`src/silverland_macros.svh`:
```
`ifndef SILVERLAND_MACROS_SVH
`define SILVERLAND_MACROS_SVH

// audio sample width.
`define SL_DAC_BITS 8

// bit positions in the firmware status word.
`define SL_ST_RESET   0
`define SL_ST_ROTATE  2
`define SL_ST_SCAN_LO 3 // two bits, 4:3.

// ps/2 set 2 make codes for the mapped keys.
`define SL_KEY_COIN   8'h2E
`define SL_KEY_START1 8'h16
`define SL_KEY_START2 8'h1E
`define SL_KEY_LEFT   8'h6B
`define SL_KEY_RIGHT  8'h74
`define SL_KEY_UP     8'h75
`define SL_KEY_DOWN   8'h72
`define SL_KEY_FIRE   8'h14 // left ctrl.

`endif

```
`src/silverland_pkg.sv`:
```
package silverland_pkg;

	// one player, bit 0 is right.
	typedef struct packed {
		logic fire_f;
		logic fire_e;
		logic fire_d;
		logic fire_c;
		logic fire_b;
		logic fire_a;
		logic up;
		logic down;
		logic left;
		logic right;
	} player_t;

	// coins and starts, as the game core expects them.
	typedef struct packed {
		logic tilt;
		logic coin4;
		logic coin3;
		logic coin2;
		logic coin1;
		logic start4;
		logic start3;
		logic start2;
		logic start1;
	} controls_t;

	// scanline darkening level.
	typedef enum logic [1:0] {
		scan_off,
		scan_25,
		scan_50,
		scan_75
	} scanline_t;

endpackage

```
`src/option_regs.sv`:
```
`timescale 1ns/10ps
`include "silverland_macros.svh"

module option_regs (
	input  logic                      clock_12,
	input  logic                      rst,
	input  logic [31:0]               status,
	input  logic [1:0]                buttons,
	output logic                      rotate,
	output silverland_pkg::scanline_t scanlines,
	output logic                      game_reset
);

	logic [1:0] scan_field;

	assign scan_field = status[`SL_ST_SCAN_LO+1:`SL_ST_SCAN_LO];

	// menu reset, board button and our own reset.
	always_ff @(posedge clock_12) begin
		game_reset <= rst | status[`SL_ST_RESET] | buttons[1];
	end

	// options held in registers.
	always_ff @(posedge clock_12) begin
		if (rst) begin
			rotate    <= 1'b0;
			scanlines <= silverland_pkg::scan_off;
		end else begin
			rotate    <= status[`SL_ST_ROTATE];
			scanlines <= silverland_pkg::scanline_t'(scan_field);
		end
	end

endmodule

```
`src/arcade_inputs.sv`:
```
`timescale 1ns/10ps
`include "silverland_macros.svh"

module arcade_inputs (
	input  logic                      clock_12,
	input  logic                      rst,
	input  logic                      key_strobe,
	input  logic                      key_pressed,
	input  logic [7:0]                key_code,
	input  logic [7:0]                joystick_0,
	input  logic [7:0]                joystick_1,
	input  logic                      rotate,
	output silverland_pkg::player_t   player1,
	output silverland_pkg::player_t   player2,
	output silverland_pkg::controls_t controls
);

	logic key_coin;
	logic key_start1;
	logic key_start2;
	logic key_left;
	logic key_right;
	logic key_up;
	logic key_down;
	logic key_fire;
	silverland_pkg::player_t   p1_next;
	silverland_pkg::player_t   p2_next;
	silverland_pkg::controls_t ctl_next;

	// joystick word to player bits.
	function automatic silverland_pkg::player_t from_joy(input logic [7:0] joy);
		silverland_pkg::player_t p;
		p        = '0;
		p.right  = joy[0];
		p.left   = joy[1];
		p.down   = joy[2];
		p.up     = joy[3];
		p.fire_a = joy[4];
		p.fire_b = joy[5];
		p.fire_c = joy[6];
		p.fire_d = joy[7];
		return p;
	endfunction

	// quarter turn for the upright cabinet, fire untouched.
	function automatic silverland_pkg::player_t turn(input silverland_pkg::player_t p,
	                                                 input logic rot);
		silverland_pkg::player_t q;
		q = p;
		if (rot) begin
			q.right = p.up;
			q.left  = p.down;
			q.up    = p.left;
			q.down  = p.right;
		end
		return q;
	endfunction

	always_ff @(posedge clock_12) begin
		if (rst) begin
			key_coin   <= 1'b0;
			key_start1 <= 1'b0;
			key_start2 <= 1'b0;
			key_left   <= 1'b0;
			key_right  <= 1'b0;
			key_up     <= 1'b0;
			key_down   <= 1'b0;
			key_fire   <= 1'b0;
		end else if (key_strobe) begin
			case (key_code)
				`SL_KEY_COIN:   key_coin   <= key_pressed;
				`SL_KEY_START1: key_start1 <= key_pressed;
				`SL_KEY_START2: key_start2 <= key_pressed;
				`SL_KEY_LEFT:   key_left   <= key_pressed;
				`SL_KEY_RIGHT:  key_right  <= key_pressed;
				`SL_KEY_UP:     key_up     <= key_pressed;
				`SL_KEY_DOWN:   key_down   <= key_pressed;
				`SL_KEY_FIRE:   key_fire   <= key_pressed;
				default: ; // other keys ignored.
			endcase
		end
	end

	always_comb begin
		p1_next        = from_joy(joystick_0);
		p1_next.right  = p1_next.right | key_right;
		p1_next.left   = p1_next.left | key_left;
		p1_next.down   = p1_next.down | key_down;
		p1_next.up     = p1_next.up | key_up;
		p1_next.fire_a = p1_next.fire_a | key_fire;
		p1_next        = turn(p1_next, rotate);
		p2_next        = turn(from_joy(joystick_1), rotate); // joystick only.
		ctl_next        = '0;
		ctl_next.coin1  = key_coin;
		ctl_next.start1 = key_start1;
		ctl_next.start2 = key_start2;
	end

	always_ff @(posedge clock_12) begin
		if (rst) begin
			player1  <= '0;
			player2  <= '0;
			controls <= '0;
		end else begin
			player1  <= p1_next;
			player2  <= p2_next;
			controls <= ctl_next;
		end
	end

endmodule

```
`src/video_out.sv`:
```
`timescale 1ns/10ps

module video_out (
	input  logic                      clock_12,
	input  logic                      rst,
	input  logic [2:0]                game_r,
	input  logic [2:0]                game_g,
	input  logic [1:0]                game_b,
	input  logic                      game_hb,
	input  logic                      game_vb,
	input  logic                      game_hs,
	input  logic                      game_vs,
	input  silverland_pkg::scanline_t scanlines,
	output logic [5:0]                vga_r,
	output logic [5:0]                vga_g,
	output logic [5:0]                vga_b,
	output logic                      vga_hs,
	output logic                      vga_vs
);

	logic       hs_d;
	logic       odd_line;
	logic       blank;
	logic [5:0] r_exp;
	logic [5:0] g_exp;
	logic [5:0] b_exp;

	function automatic logic [5:0] darken(input logic [5:0] v,
	                                      input silverland_pkg::scanline_t lvl);
		case (lvl)
			silverland_pkg::scan_25: darken = v - (v >> 2);
			silverland_pkg::scan_50: darken = v >> 1;
			silverland_pkg::scan_75: darken = v >> 2;
			default:                 darken = v;
		endcase
	endfunction

	assign blank = game_hb | game_vb;

	// 3/3/2 to 6 bits by bit replication.
	assign r_exp = blank ? 6'd0 : {game_r, game_r};
	assign g_exp = blank ? 6'd0 : {game_g, game_g};
	assign b_exp = blank ? 6'd0 : {game_b, game_b, game_b};

	// line parity from hsync rising edge.
	always_ff @(posedge clock_12) begin
		if (rst) begin
			hs_d     <= 1'b0;
			odd_line <= 1'b0;
		end else begin
			hs_d <= game_hs;
			if (game_hs & ~hs_d)
				odd_line <= ~odd_line;
		end
	end

	always_ff @(posedge clock_12) begin
		if (rst) begin
			vga_r <= 6'd0;
			vga_g <= 6'd0;
			vga_b <= 6'd0;
		end else begin
			vga_r <= odd_line ? darken(r_exp, scanlines) : r_exp;
			vga_g <= odd_line ? darken(g_exp, scanlines) : g_exp;
			vga_b <= odd_line ? darken(b_exp, scanlines) : b_exp;
		end
	end

	// syncs stay aligned with the colour stage.
	always_ff @(posedge clock_12) begin
		vga_hs <= game_hs;
		vga_vs <= game_vs;
	end

endmodule

```
`src/dac.sv`:
```
`timescale 1ns/10ps
`include "silverland_macros.svh"

module dac #(
	parameter int C_bits = `SL_DAC_BITS
) (
	input  logic              clock_12,
	input  logic              rst,
	input  logic [C_bits-1:0] dac_i,
	output logic              dac_o
);

	logic [C_bits:0] acc; // top bit is the carry.

	// carry out of the sum is the pulse density.
	always_ff @(posedge clock_12) begin
		if (rst)
			acc <= '0;
		else
			acc <= {1'b0, acc[C_bits-1:0]} + {1'b0, dac_i};
	end

	assign dac_o = acc[C_bits];

endmodule

```
`src/silverland_mist.sv`:
```
`timescale 1ns/10ps
`include "silverland_macros.svh"

module silverland_mist (
	input  logic                      clock_12,
	input  logic                      rst,
	input  logic [31:0]               status,
	input  logic [1:0]                buttons,
	input  logic                      key_strobe,
	input  logic                      key_pressed,
	input  logic [7:0]                key_code,
	input  logic [7:0]                joystick_0,
	input  logic [7:0]                joystick_1,
	input  logic [2:0]                game_r,
	input  logic [2:0]                game_g,
	input  logic [1:0]                game_b,
	input  logic                      game_hb,
	input  logic                      game_vb,
	input  logic                      game_hs,
	input  logic                      game_vs,
	input  logic [`SL_DAC_BITS-1:0]   audio,
	output silverland_pkg::player_t   player1,
	output silverland_pkg::player_t   player2,
	output silverland_pkg::controls_t controls,
	output logic                      game_reset,
	output logic [5:0]                vga_r,
	output logic [5:0]                vga_g,
	output logic [5:0]                vga_b,
	output logic                      vga_hs,
	output logic                      vga_vs,
	output logic                      audio_l,
	output logic                      audio_r
);

	logic                      rotate;
	silverland_pkg::scanline_t scanlines;

	option_regs options (
		.clock_12   (clock_12),
		.rst        (rst),
		.status     (status),
		.buttons    (buttons),
		.rotate     (rotate),
		.scanlines  (scanlines),
		.game_reset (game_reset)
	);

	arcade_inputs inputs (
		.clock_12    (clock_12),
		.rst         (rst),
		.key_strobe  (key_strobe),
		.key_pressed (key_pressed),
		.key_code    (key_code),
		.joystick_0  (joystick_0),
		.joystick_1  (joystick_1),
		.rotate      (rotate),
		.player1     (player1),
		.player2     (player2),
		.controls    (controls)
	);

	video_out video (
		.clock_12  (clock_12),
		.rst       (rst),
		.game_r    (game_r),
		.game_g    (game_g),
		.game_b    (game_b),
		.game_hb   (game_hb),
		.game_vb   (game_vb),
		.game_hs   (game_hs),
		.game_vs   (game_vs),
		.scanlines (scanlines),
		.vga_r     (vga_r),
		.vga_g     (vga_g),
		.vga_b     (vga_b),
		.vga_hs    (vga_hs),
		.vga_vs    (vga_vs)
	);

	dac #(
		.C_bits (`SL_DAC_BITS)
	) dac (
		.clock_12 (clock_12),
		.rst      (rst),
		.dac_i    (audio),
		.dac_o    (audio_l)
	);

	assign audio_r = audio_l; // mono game.

endmodule

```
`config.mk`:
```
export PLATFORM = sky130hd
export DESIGN_NAME = silverland_mist
export DESIGN_NICKNAME = d
export VERILOG_FILES = /design/src/silverland_pkg.sv /design/src/option_regs.sv /design/src/arcade_inputs.sv /design/src/video_out.sv /design/src/dac.sv /design/src/silverland_mist.sv
export VERILOG_INCLUDE_DIRS = /design/src /design/src/src
export SDC_FILE = /design/constraint.sdc
export NUM_CORES = 1
export LEC_CHECK = 0
export BUFFER_PORTS_ARGS = -buffer_cell sky130_fd_sc_hd__buf_4
export CAP_MARGIN = 5
export CORE_MARGIN = 10
export CORE_UTILIZATION = 48
export DETAILED_ROUTE_END_ITERATION = 6
export GPL_TIMING_DRIVEN = 0
export PLACE_DENSITY = 0.81
export REMOVE_ABC_BUFFERS = 1
export SYNTH_ARGS = -nofsm -noshare
export SYNTH_HDL_FRONTEND = slang
export SYNTH_HIERARCHICAL = 1
export SYNTH_SLANG_ARGS = --single-unit
```
`constraint.sdc`:
```
create_clock -name clock_12 -period 2.53 [get_ports clock_12]
set_clock_uncertainty 0.2 [all_clocks]
set_input_delay 0.506 -clock clock_12 [delete_from_list [all_inputs] [get_ports clock_12]]
set_output_delay 0.506 -clock clock_12 [all_outputs]
set_load 0.03 [all_outputs]
```
[Word-level counts from Yosys, hierarchy flattened]
Index checks and enable logic that the tools add are counted.
W data, S select, Z words.
Word-level totals
  output and inout bits: 52
  word-level logic and storage cells: 83
  bits in registers: 62
  input port bits: 82
Operators by class
  reductions and logical operators: 8
  equal/unequal tests: 11
  mux-type cells: 11
  bitwise operators: 11
  add/sub/neg operators: 4
Operators by type and width (count)
  $pmux W6 S3: 3
  $mux W6: 6
  $eq A8 B7 Y1 const B: 4
  $eq A8 B5 Y1 const B: 3
  $sub A6 B4 Y6: 3
  $reduce_and A2 Y1: 8
  $add A8 B8 Y9: 1
  $eq A8 B6 Y1 const B: 1
  $mux W4: 2
  $or A1 B1 Y1: 8
  $eq A2 B2 Y1 const B: 2
  $eq A2 B1 Y1 const B: 1
  $not A1 Y1: 2
  $and A1 B1 Y1: 1

[Logic depth before layout (Yosys ltp)]
Gate-level depths: netlist (run 1).
  depth in word-level cells: 5
  depth in mapped cells: 9
  gate-level depth less buffers: 9

[Modules after synthesis]
The synthesis (run 1) kept the hierarchy.
Modules (own cells, without submodules)
  video_out: times used 1, cells an instance 163, area an instance 1370.1 um^2, sequential area each 400.4 um^2
  arcade_inputs: times used 1, cells an instance 108, area an instance 1101.1 um^2, sequential area each 540.5 um^2
  dac: times used 1, cells an instance 54, area an instance 514.2 um^2, sequential area each 180.2 um^2
  option_regs: times used 1, cells an instance 8, area an instance 112.6 um^2, sequential area each 80.1 um^2
  silverland_mist: times used 1, cells an instance 1, area an instance 7.5 um^2, sequential area each 0.0 um^2

[Worst setup path before layout (run 1)]
No wires, ideal clock.
  kind: input -> register
  start: input port game_vb
  end: register video.vga_r[4]
  setup time: 115 ps
  data required time: 2215 ps
  data arrival time: 2063 ps
  stages on the path: 7
  path slack: 152 ps
  buffers on the path: 0
  cell sequence: or3b_1 -> ha_1 -> fa_1 -> nor2b_1 -> a2111oi_2 -> nand4b_1 -> and3_1
On the way
  longest elaborated chain between the ends: 5
RTL lines
  from (decl): line silverland_mist.sv:18  | input logic game_vb,
  $or A1 B1 Y1 *: line video_out.sv:38  | assign blank = game_hb | game_vb;
  $mux W6 *: line video_out.sv:41  | assign r_exp = blank ? 6'd0 : {game_r, game_r};
  $sub A6 B4 Y6: line video_out.sv:31  | silverland_pkg::scan_25: darken = v - (v >> 2);
  $pmux W6 S3: line video_out.sv:30  | case (lvl)
  $mux W6 *: line video_out.sv:63  | vga_r <= odd_line ? darken(r_exp, scanlines) : r_exp;
  to (signal assigned): line video_out.sv:63
  to (decl): line video_out.sv:14  | output logic [5:0] vga_r,
Mark *: on every way between the ends. The rest lies on a longest branch, timed or not.
A chain may end at the register's enable or synchronous reset.

[Final worst setup path (run 1)]
  start: input port game_vb
  end: register video.vga_g[4]
On the way
  longest elaborated chain between the ends: 5
RTL lines
  $or A1 B1 Y1 *: line video_out.sv:38
  $mux W6 *: line video_out.sv:42  | assign g_exp = blank ? 6'd0 : {game_g, game_g};
  $sub A6 B4 Y6: line video_out.sv:31
  $pmux W6 S3: line video_out.sv:30
  $mux W6 *: line video_out.sv:64  | vga_g <= odd_line ? darken(g_exp, scanlines) : g_exp;
  to (signal assigned): line video_out.sv:64
  to (decl): line video_out.sv:15  | output logic [5:0] vga_g,
Marked as above.

==> summary.txt, run 1 <==
Run status
  • Outcome: completed

Power and ir drop
  • Peak VDD IR: 406 µV
  • Overall power: 0.00273 W
  • P_leak: 1.80 nW
  • Pwr per Cell Area: 680 nW/µm²

Setup path
  • Worst flop-to-flop path endpoint: video/vga_g[3]
  • Critical Path Start Type: primary input
  • Worst r2r src: options/scanlines[0]
  • Buf/Inv on CP: 1
  • Crit path required time: around 2.5 ns
  • CP Max Fanout: 7
  • Worst setup EP type: register
  • Reg-to-reg slack, setup: 0.19 ns
  • Critical path data arrival time: between 2 and 2.5 ns
  • Crit-path cells: buf_4 > or3b_1 > ha_1 > fa_1 > nor2b_1 > a2111oi_0 > nand4b_1 > and3_1
  • Worst path slowest cell: or3b_1
  • CP max stage delay: 0.46 ns
  • Crit-path leading delay family: simple AND/OR/NAND/NOR gates
  • Critical path type: in2reg
  • Reg2reg path depth: 4

Global routing
  • First-pass GRT wire length: 12400 µm
  • Largest net degree at the start of global routing: 49
  • GRT Util Overall: 15.0%
  • Number of antenna violations at the first check in global routing: 0
  • Vias in the first global route: 2682
  • Overflow after GRT: 0

Worst hold path
  • Hold Crit Class: in2reg
  • WHS Path Cells: 1
  • Hold endpoint: video/vga_vs
  • Worst Min Path Start: game_vs

Placed design
  • # port buffers: 94
  • Area post-placement: 3780 µm²
  • Placed wire-length estimate: 5810 µm
  • Routability Congestion: 0.884
  • Placement Setup Slack: -0.143 ns

Route
  • Iter 0 DRT Violations: 117
  • Wire length on met2: 3730 µm
  • Via Count: ~2700
  • Via density: 5.42
  • Met3 routed WL: 582 µm
  • Routed WL: 7630 µm
  • Met1 wire length: 3210 µm
  • WL per Instance: 15.2 µm
  • Top Metal Used: met4
  • Total iterations of the first detailed-routing run: 5
  • Post-route DRC: 0
  • Post-route ant nets: 0

Timing
  • RSZ-0062 raised after global routing: false
  • Max Slew Vio Count: 0
  • Final setup violation count: 0
  • Hold slack final: ~0.09 ns
  • Worst-margin pin slew: 1.08 ns
  • Max Freq: 0.415 GHz
  • Final worst path period share: 95.3%
  • Tmin final: 2.41 ns
  • Worst slew margin: 27.7%
  • Final worst slack: 0.120 ns
  • Fin. Hold Viols: 0

Yosys
  • Syn avg cell area: 9.30 µm²
  • Post-Syn Instances: 334
  • Yosys reg bits: 60
  • Predominant post-synthesis flop cell: dfxtp_1
  • Post-synthesis sequential area ratio: 38.7%
  • Ys Warns: 6
  • Mapped cell area: 3110 µm²
  • Async SR Flop Fraction: 0%
  • Netlist cell types: 59
  • Post-synth EDFFs: 0

Floorplanning
  • Die area: 10100 µm²
  • # rows: 29
  • Die Height: 100 µm
  • IO Pins: 134
  • Initial Util: 49.2%
  • Core Box Area: 6310 µm²
  • Die Span X: 100 µm

Clock tree
  • Post-CTS Hold Buffers: 0
  • # clock sinks: 60
  • PostCTS Resize Cnt: 0
  • CTS tree: built
  • Clk_lat worst skew: 0.32 ns
  • H-tree depth: 3
  • Root buffer cell: clkbuf_8
  • Post-CTS Repair Setup Buffers: 0
  • TritonCTS Buffers: 9
  • Register clock-pin slew on the reported worst setup and hold paths: 0.06 ns
  • Clk buf depth: 2

Final layout
  • Nets: 519
  • Layout cell share with drive strength beyond 1: 29.7%
  • ANT cells: 0
  • Area grow syn2layout: 29.4%
  • Fin area: 4020 µm²

Run
  • Max Cap Viol: 0
how the worst max path moves through the flow:
stage,to,from,slack (ns),depth (start not counted)
after global routing,video/vga_g[3],options/scanlines[0],0.02,4
after CTS,video/vga_g[4],game_vb,0.18,8
after detailed placement,video/vga_g[4],game_vb,-0.14,8
after global placement,video/vga_g[4],game_vb,-0.12,8
after floorplan,video/vga_r[4],game_vb,0.14,7
final,video/vga_g[4],game_vb,0.12,8
state kept, by name, summed over array words and instances (netlist names), 2 cells and up:
register,flops
video/vga_r,6
inputs/player2,8
video/vga_g,6
video/vga_b,4
options/scanlines,2
inputs/controls,3
inputs/player1,8
dac/acc,9
cell families after synthesis:
logic type,count (synthesis),share of synthesized area [%]
DFF,60,38.7
AOI/OAI and AO/OA,67,14.7
buffers and inverters,37,6.29
muxes,12,3.87
and+or+nand+nor,132,26.5
other,1,0.121
adders and majority gates,17,7.57
xor gates and xnor gates,8,2.26
cell type report:
cell class / count / area [µm²]
well taps: 77 / 96.3
inverters: 9 / 33.8
fillers: 527 / 2300
clock inverters: 5 / 100
multi-input cells: 246 / 1740
clock buffers: 10 / 138
flip-flops and latches: 60 / 1200
repair buffers: 94 / 706
cells in the mapped netlist (2+ instances only):
cell type | number | area share [%]
buf_4 | 13 | 3.1
a21oi_1 | 19 | 3.1
inv_2 | 2 | 0.24
o211ai_1 | 2 | 0.48
o21ai_0 | 11 | 1.8
inv_1 | 7 | 0.85
a21oi_2 | 2 | 0.56
nand2b_1 | 14 | 2.8
dfxtp_1 | 60 | 39
o31ai_1 | 2 | 0.48
or3b_1 | 2 | 0.56
fa_1 | 3 | 1.9
nand3_1 | 6 | 0.97
a211oi_1 | 5 | 1.2
clkbuf_1 | 9 | 1.1
or3_1 | 3 | 0.60
nand4bb_1 | 2 | 0.73
nor4b_1 | 3 | 0.85
nor2b_1 | 22 | 4.4
nor3_1 | 11 | 1.8
mux2i_1 | 12 | 3.9
nand2_4 | 2 | 0.73
ha_1 | 14 | 5.6
nand2_1 | 6 | 0.73
o41ai_1 | 2 | 0.56
o2111ai_1 | 2 | 0.56
nor3b_1 | 4 | 0.97
o22ai_1 | 2 | 0.40
o2bb2ai_1 | 2 | 0.56
a21o_1 | 3 | 0.73
and3b_1 | 2 | 0.56
nor4bb_1 | 2 | 0.64
and2b_2 | 3 | 0.85
nand4b_1 | 7 | 2.0
a22o_1 | 2 | 0.56
nand3b_1 | 3 | 0.73
a22oi_1 | 2 | 0.48
buf_2 | 6 | 0.97
o31a_1 | 5 | 1.4
and3_1 | 2 | 0.40
nor2_1 | 29 | 3.5
xnor2_1 | 7 | 2.0
per-layer routing:
| metal | up-vias | track usage [%] |
|---|---|---|
| li1 | 1351 | - |
| met1 | 1261 | 16.6 |
| met2 | 96 | 24.7 |
| met3 | 9 | 5.77 |
| met4 | 0 | 6.85 |
| met5 | - | 0 |
through the flow:
step / setup TNS, ns / std cells / utilization [%]
global placement: -0.471 / 486 / 59.9
detailed placement: -0.394 / 486 / 59.9
floorplan: 0 / 315 / -
finish: 0 / 501 / 63.6
global route: 0 / 501 / 63.6
CTS: 0 / 501 / 63.6
cells in the final DEF (no fill, tap or decap), drive strengths merged, types with 5 or more instances in the layout:
master and count:
o21ai 11, a211oi 5, nand2b 14, conb 10
inv 9, nor3b 5, a21oi 21, ha 14
nand2 8, mux2i 12, nand4b 7, xnor2 7
dfxtp 60, nand3 6, nor2 30, nor2b 22
clkbuf 10, o31a 5, buf 94, nor3 11
power by group:
part | switching [W] | internal (W) | total, W
clock network | 0.000348 | 0.000672 | 0.00102
registers | 0.0000397 | 0.00102 | 0.00106
logic | 0.000361 | 0.000289 | 0.000651
(Power assumes the default switching activity.)
==> run 2, diff against run 1 <==
CORE_UTILIZATION = 49   (was 48)
CTS_BUF_LIST = sky130_fd_sc_hd__clkbuf_4 sky130_fd_sc_hd__clkbuf_8   (was unset)
PLACE_DENSITY = 0.89   (was 0.81)
==> run 2 against run 1 <==
Net effect: die area down 1.6%; via count grew 1.1%; maximum frequency up 1.6%; global-route usage up 1.1 points; flip-flop and latch count unchanged; routed wire length rose by 6.0%; utilization up 2.9 points; clock-buffer cell count is 2 higher; register-to-register slack better by 0.10 ns; critical endpoint unchanged; largest power group unchanged; highest routed layer unchanged.
==> summary.txt, run 2 (synthesis results as in run 1) <==
Power and ir drop
  • Sw frac: about 29%
  • Peak VDD IR: between 400 and 500 µV
  • Clock Power Share: between 30 and 40%
  • Combinational share of power: 24.6%
  • Pwr per Cell Area: 669 nW/µm²
  • Int Power: 0.00192 W
  • Net Switching: 0.000764 W
  • P_leak: 1.79 nW
  • Sequential share of power: 39.7%

Timing
  • Worst slew margin: 47.1%
  • Setup TNS: 0 ns
  • Fin. Hold Viols: 0
  • RSZ-0062 raised after global routing: false
  • Max Freq: ~0.42 GHz
  • Final setup violation count: 0
  • Max Slew Vio Count: 0
  • Final worst path period share: between 90% and 100%
  • Tmin final: 2.37 ns
  • Worst-margin pin slew: about 0.79 ns

Clock tree
  • Root buffer cell: clkbuf_8
  • H-tree depth: 3
  • Clk_lat worst skew: between 0.3 and 0.4 ns
  • Post-CTS Hold Buffers: 0
  • # clock sinks: 60
  • Clk buf depth: 2
  • Register clock-pin slew on the reported worst setup and hold paths: 0.06 ns
  • PostCTS Resize Cnt: 0
  • Post-CTS Repair Setup Buffers: 0
  • CTS tree: built
  • TritonCTS Buffers: 9

Final layout
  • Final core occ: 66.5%
  • Layout cell share with drive strength beyond 1: 30.1%
  • Fin area: 4010 µm²
  • Commonest cells after routing, fill and taps aside: 94 x buf_4, 60 x dfxtp_1, 29 x nor2_1
  • Nets: between 500 and 600
  • Largest registers: dac/acc (9), inputs/player1 (8), inputs/player2 (8)
  • Fin cells: 500
  • Max reg flops: 9
  • Commonest non-fill, non-tap cell in the layout: buf_4
  • Largest reg by FF count: dac/acc
  • ANT cells: 0
  • Area grow syn2layout: 29.0%

Run status
  • Outcome: completed

Setup path
  • Worst path slowest cell: or3b_1
  • Critical path type: in2reg
  • CP Max Fanout: 7
  • CP max stage delay: 0.46 ns
  • Critical path data arrival time: 2.39 ns
  • Crit-path leading delay family: simple AND/OR/NAND/NOR gates
  • Worst setup EP type: register
  • Critical Path Start Type: primary input
  • Buf/Inv on CP: 1
  • Crit path required time: 2.55 ns
  • Crit-path cells: buf_4 > or3b_1 > ha_1 > fa_1 > nor2b_1 > a2111oi_0 > nand4b_1 > and3_1

Run
  • Max Cap Viol: 0

Floorplanning
  • Initial Util: 51.5%
  • IO Pins: 134
  • Core Box Area: between 6000 and 7000 µm²
  • Die Height: 99.6 µm
  • Die area: 9920 µm²
  • Die Span X: around 100 µm
  • # rows: 28

Global routing
  • Number of antenna violations at the first check in global routing: 0
  • GRT Util Overall: between 10% and 20%
  • Largest net degree at the start of global routing: 49
  • Overflow after GRT: 0
  • First-pass GRT wire length: 13300 µm
  • Vias in the first global route: 2784

Route
  • Total iterations of the first detailed-routing run: 4
  • Via Count: between 2000 and 3000
  • Post-route ant nets: 0
  • Iter 0 DRT Violations: roughly 150
  • WL per Instance: 16.2 µm
  • Routed WL: 8080 µm
  • Via density: 5.49
  • Post-route DRC: 0

Placed design
  • Placed wire-length estimate: 6160 µm
  • # port buffers: 94
  • Placed insts: between 400 and 500
  • Routability Congestion: 0.918
  • Area post-placement: 3780 µm²

Worst hold path
  • Hold Crit Class: in2reg
## run 2: cell types whose count changed in the layout (fill, tap and decap cells not counted)
cell and change:
clkbuf_4 +2, bufinv_16 -1, clkinv_2 -1, o21ai_1 -1, o21ai_2 +1, clkinvlp_4 +1
## run 2: cell type report
class	count	area [µm²]
Multi-Input combinational cell	246	1750
Clock buffer	12	153
Tap cell	75	93.8
Inverter	9	33.8
Fill cell	490	2020
Sequential cell	60	1200
Timing Repair Buffer	94	706
Clock inverter	4	72.6
## run 2: final timing paths
path	from	endpoint	depth (start not counted)	slack, ns
worst max-delay path	game_vb	video/vga_g[4]	8	0.16
worst min-delay path	game_vs	video/vga_vs	1	0.08
worst max register to register	options/scanlines[0]	video/vga_g[5]	4	0.29
worst min register to register	inputs/key_start1	inputs/controls[0]	2	0.25
## run 2: metrics by stage
step           total power, W  setup slack, ns  hold WS (ns)
3_5_place_dp          0.00174           -0.146         0.238
5_1_grt               0.00282           0.0893        0.0558
2_1_floorplan         0.00151            0.139         0.214
4_1_cts               0.00271            0.190        0.0580
6_report              0.00268            0.158        0.0790
3_3_place_gp          0.00171           -0.125         0.225
## run 2: routing by layer
layer  vias to the layer above  wire (µm)  track usage [%]  part of all wire, %
met5                         -          0                0                    0
met4                         0        111             7.17                  1.4
met3                        12        663             4.91                  8.2
met2                       136       3980             27.4                   49
met1                      1255       3330             18.1                   41
li1                       1343          -                -                    -
## run 2: power by group through the flow
stage,registers [W],logic (W),clock network (W)
after floorplan,0.00115,0.000354,0
after global placement,0.00108,0.000629,0
after detailed placement,0.00109,0.000655,0
after CTS,0.00106,0.000657,0.000987
after global routing,0.00107,0.000720,0.00102
final,0.00106,0.000658,0.000956
## run 2: worst reg2reg max path: cells and delay by family (launching register included)
| family | cells | cell delay, ns |
|---|---|---|
| AOI/OAI and AO/OA | 1 | 0.20 |
| DFF | 1 | 0.83 |
| and+or+nand+nor | 3 | 0.93 |
==> run 3, diff against run 2 <==
MAX_ROUTING_LAYER = met4   (was unset)
==> run 3 against run 2 <==
Net effect: sequential share of layout area is 0.14 points lower; critical path depth stayed put; design area is 0.47% higher; final cell count is 0.20% higher; non-clock buffer count is 1 higher; maximum frequency is 1.5% higher; register-to-register slack hardly changed; routed wire length is 1.5% higher; global-route usage is 0.24 points higher; largest cell class unchanged.
==> summary.txt, run 3 (synthesis results as in run 1) <==
Floorplanning
  • Die Span X: between 90 and 100 µm
  • Die Height: 99.6 µm
  • Die area: approximately 9900 µm²
  • IO Pins: about 130
  • Initial Util: 51.5%
  • Core Box Area: ~6000 µm²
  • # rows: 28

Timing
  • Final setup violation count: 0
  • RSZ-0062 raised after global routing: false
  • Max Freq: 0.428 GHz
  • Worst-margin pin slew: 0.762 ns
  • Tmin final: approximately 2.3 ns
  • Fin. Hold Viols: 0
  • Final worst path period share: 92.4%
  • Hold slack final: between 0.07 and 0.08 ns
  • Max Slew Vio Count: 0
  • Worst slew margin: about half
  • Final worst slack: 0.192 ns

Clock tree
  • Post-CTS Repair Setup Buffers: 0
  • Clk buf depth: 2
  • Clk_lat worst skew: 0.33 ns
  • H-tree depth: 3
  • TritonCTS Buffers: 9
  • # clock sinks: 60
  • CTS tree: built
  • Root buffer cell: clkbuf_8
  • Register clock-pin slew on the reported worst setup and hold paths: 0.07 ns
  • PostCTS Resize Cnt: 0
  • Post-CTS Hold Buffers: 0

Route
  • Iter 0 DRT Violations: ~150
  • Post-route ant nets: 0
  • WL per Instance: 16.4 µm
  • Total iterations of the first detailed-routing run: 4
  • Via density: approximately 5.5
  • Via Count: 2742
  • Post-route DRC: 0
  • Routed WL: 8210 µm

Global routing
  • Number of antenna violations at the first check in global routing: 0
  • Largest net degree at the start of global routing: about 50
  • Overflow after GRT: 0
  • First-pass GRT wire length: 12900 µm
  • Vias in the first global route: 2695
  • GRT Util Overall: 16.3%

Placed design
  • Placed insts: 485
  • Placement Setup Slack: -0.133 ns
  • # port buffers: 94
  • Routability Congestion: 0.887
  • Placed wire-length estimate: 6210 µm

Final layout
  • Largest registers: dac/acc (9), inputs/player1 (8), inputs/player2 (8)
  • Layout cell share with drive strength beyond 1: 30.0%
  • Max reg flops: 9
  • Fin cells: 501
  • Commonest cells after routing, fill and taps aside: 95 x buf_4, 60 x dfxtp_1, 29 x nor2_1
  • Area grow syn2layout: 29.6%
  • Nets: 520
  • Commonest non-fill, non-tap cell in the layout: buf_4
  • ANT cells: 0
  • Largest reg by FF count: dac/acc

Power and ir drop
  • Pwr per Cell Area: just under 700 nW/µm²
  • Peak VDD IR: 509 µV
  • P_leak: 1.80 nW

Run
  • Max Cap Viol: 0

Setup path
  • CP Max Fanout: 7
  • Reg2reg path depth: 5
  • Reg-to-reg slack, setup: between 0.2 and 0.3 ns
  • Worst Setup EP: video/vga_g[4]
  • Worst flop-to-flop path endpoint: video/vga_r[3]
  • Critical path data arrival time: 2.37 ns
  • Worst r2r src: options/scanlines[0]
  • Critical path type: in2reg
  • CP max stage delay: 0.46 ns
  • Crit path required time: 2.56 ns
  • Crit-path cells: buf_4 > or3b_1 > ha_1 > fa_1 > nor2b_1 > a2111oi_0 > nand4b_1 > and3_1
  • Critical Path Start Type: primary input
  • Worst path slowest cell: or3b_1
  • Crit. Startpoint: game_vb
  • Worst setup EP type: register

Worst hold path
  • Hold Crit Class: in2reg

Run status
  • Outcome: completed
## run 3: worst max-delay path: cells and delay by family
kind                     cells  cell delay (ns)
adder cells (fa/ha/maj)      2             0.68
AO/OA/AOI/OAI                1             0.06
buffers and inverters        1             0.14
AND/OR/NAND/NOR              4             0.97
## run 3: layout make-up
class / count / area [µm²]
well taps: 75 / 93.8
inverters: 9 / 33.8
multi-input cells: 246 / 1740
clock inverters: 3 / 67.6
clock buffers: 13 / 173
fillers: 482 / 2000
repair buffers: 95 / 713
flip-flops and latches: 60 / 1200
## run 3: worst min path at each step
stage,start,endpoint,slack (ns),depth (start not counted)
after global placement,inputs/key_start1,inputs/controls[0],0.23,2
after global routing,game_vs,video/vga_vs,0.05,1
after CTS,game_vs,video/vga_vs,0.06,1
after detailed placement,inputs/key_start1,inputs/controls[0],0.25,2
final,game_vs,video/vga_vs,0.08,1
after floorplan,inputs/key_start1,inputs/controls[0],0.21,2
## run 3: where the power goes
| group | switching, W | internal [W] | total [W] |
|---|---|---|---|
| registers | 0.0000433 | 0.00102 | 0.00107 |
| logic | 0.000375 | 0.000292 | 0.000667 |
| clock network | 0.000378 | 0.000647 | 0.00103 |
## run 3: metal layers
metal,track usage (%),share of wire [%],vias to the layer above
li1,-,-,1347
met1,18.6,42,1274
met2,26.9,50,113
met3,4.15,5.9,8
met4,6.28,1.3,0
met5,-,0,-
## run 3: stage by stage
step | utilization [%] | area [µm²] | TNS, ns | total power (W)
after detailed placement | 62.8 | 3780 | -0.317 | 0.00175
after global routing | 66.8 | 4030 | 0 | 0.00288
final | 66.8 | 4030 | 0 | 0.00276
after floorplan | - | 2980 | 0 | 0.00151
after CTS | 66.8 | 4030 | 0 | 0.00278
after global placement | 62.7 | 3780 | -1.10 | 0.00171
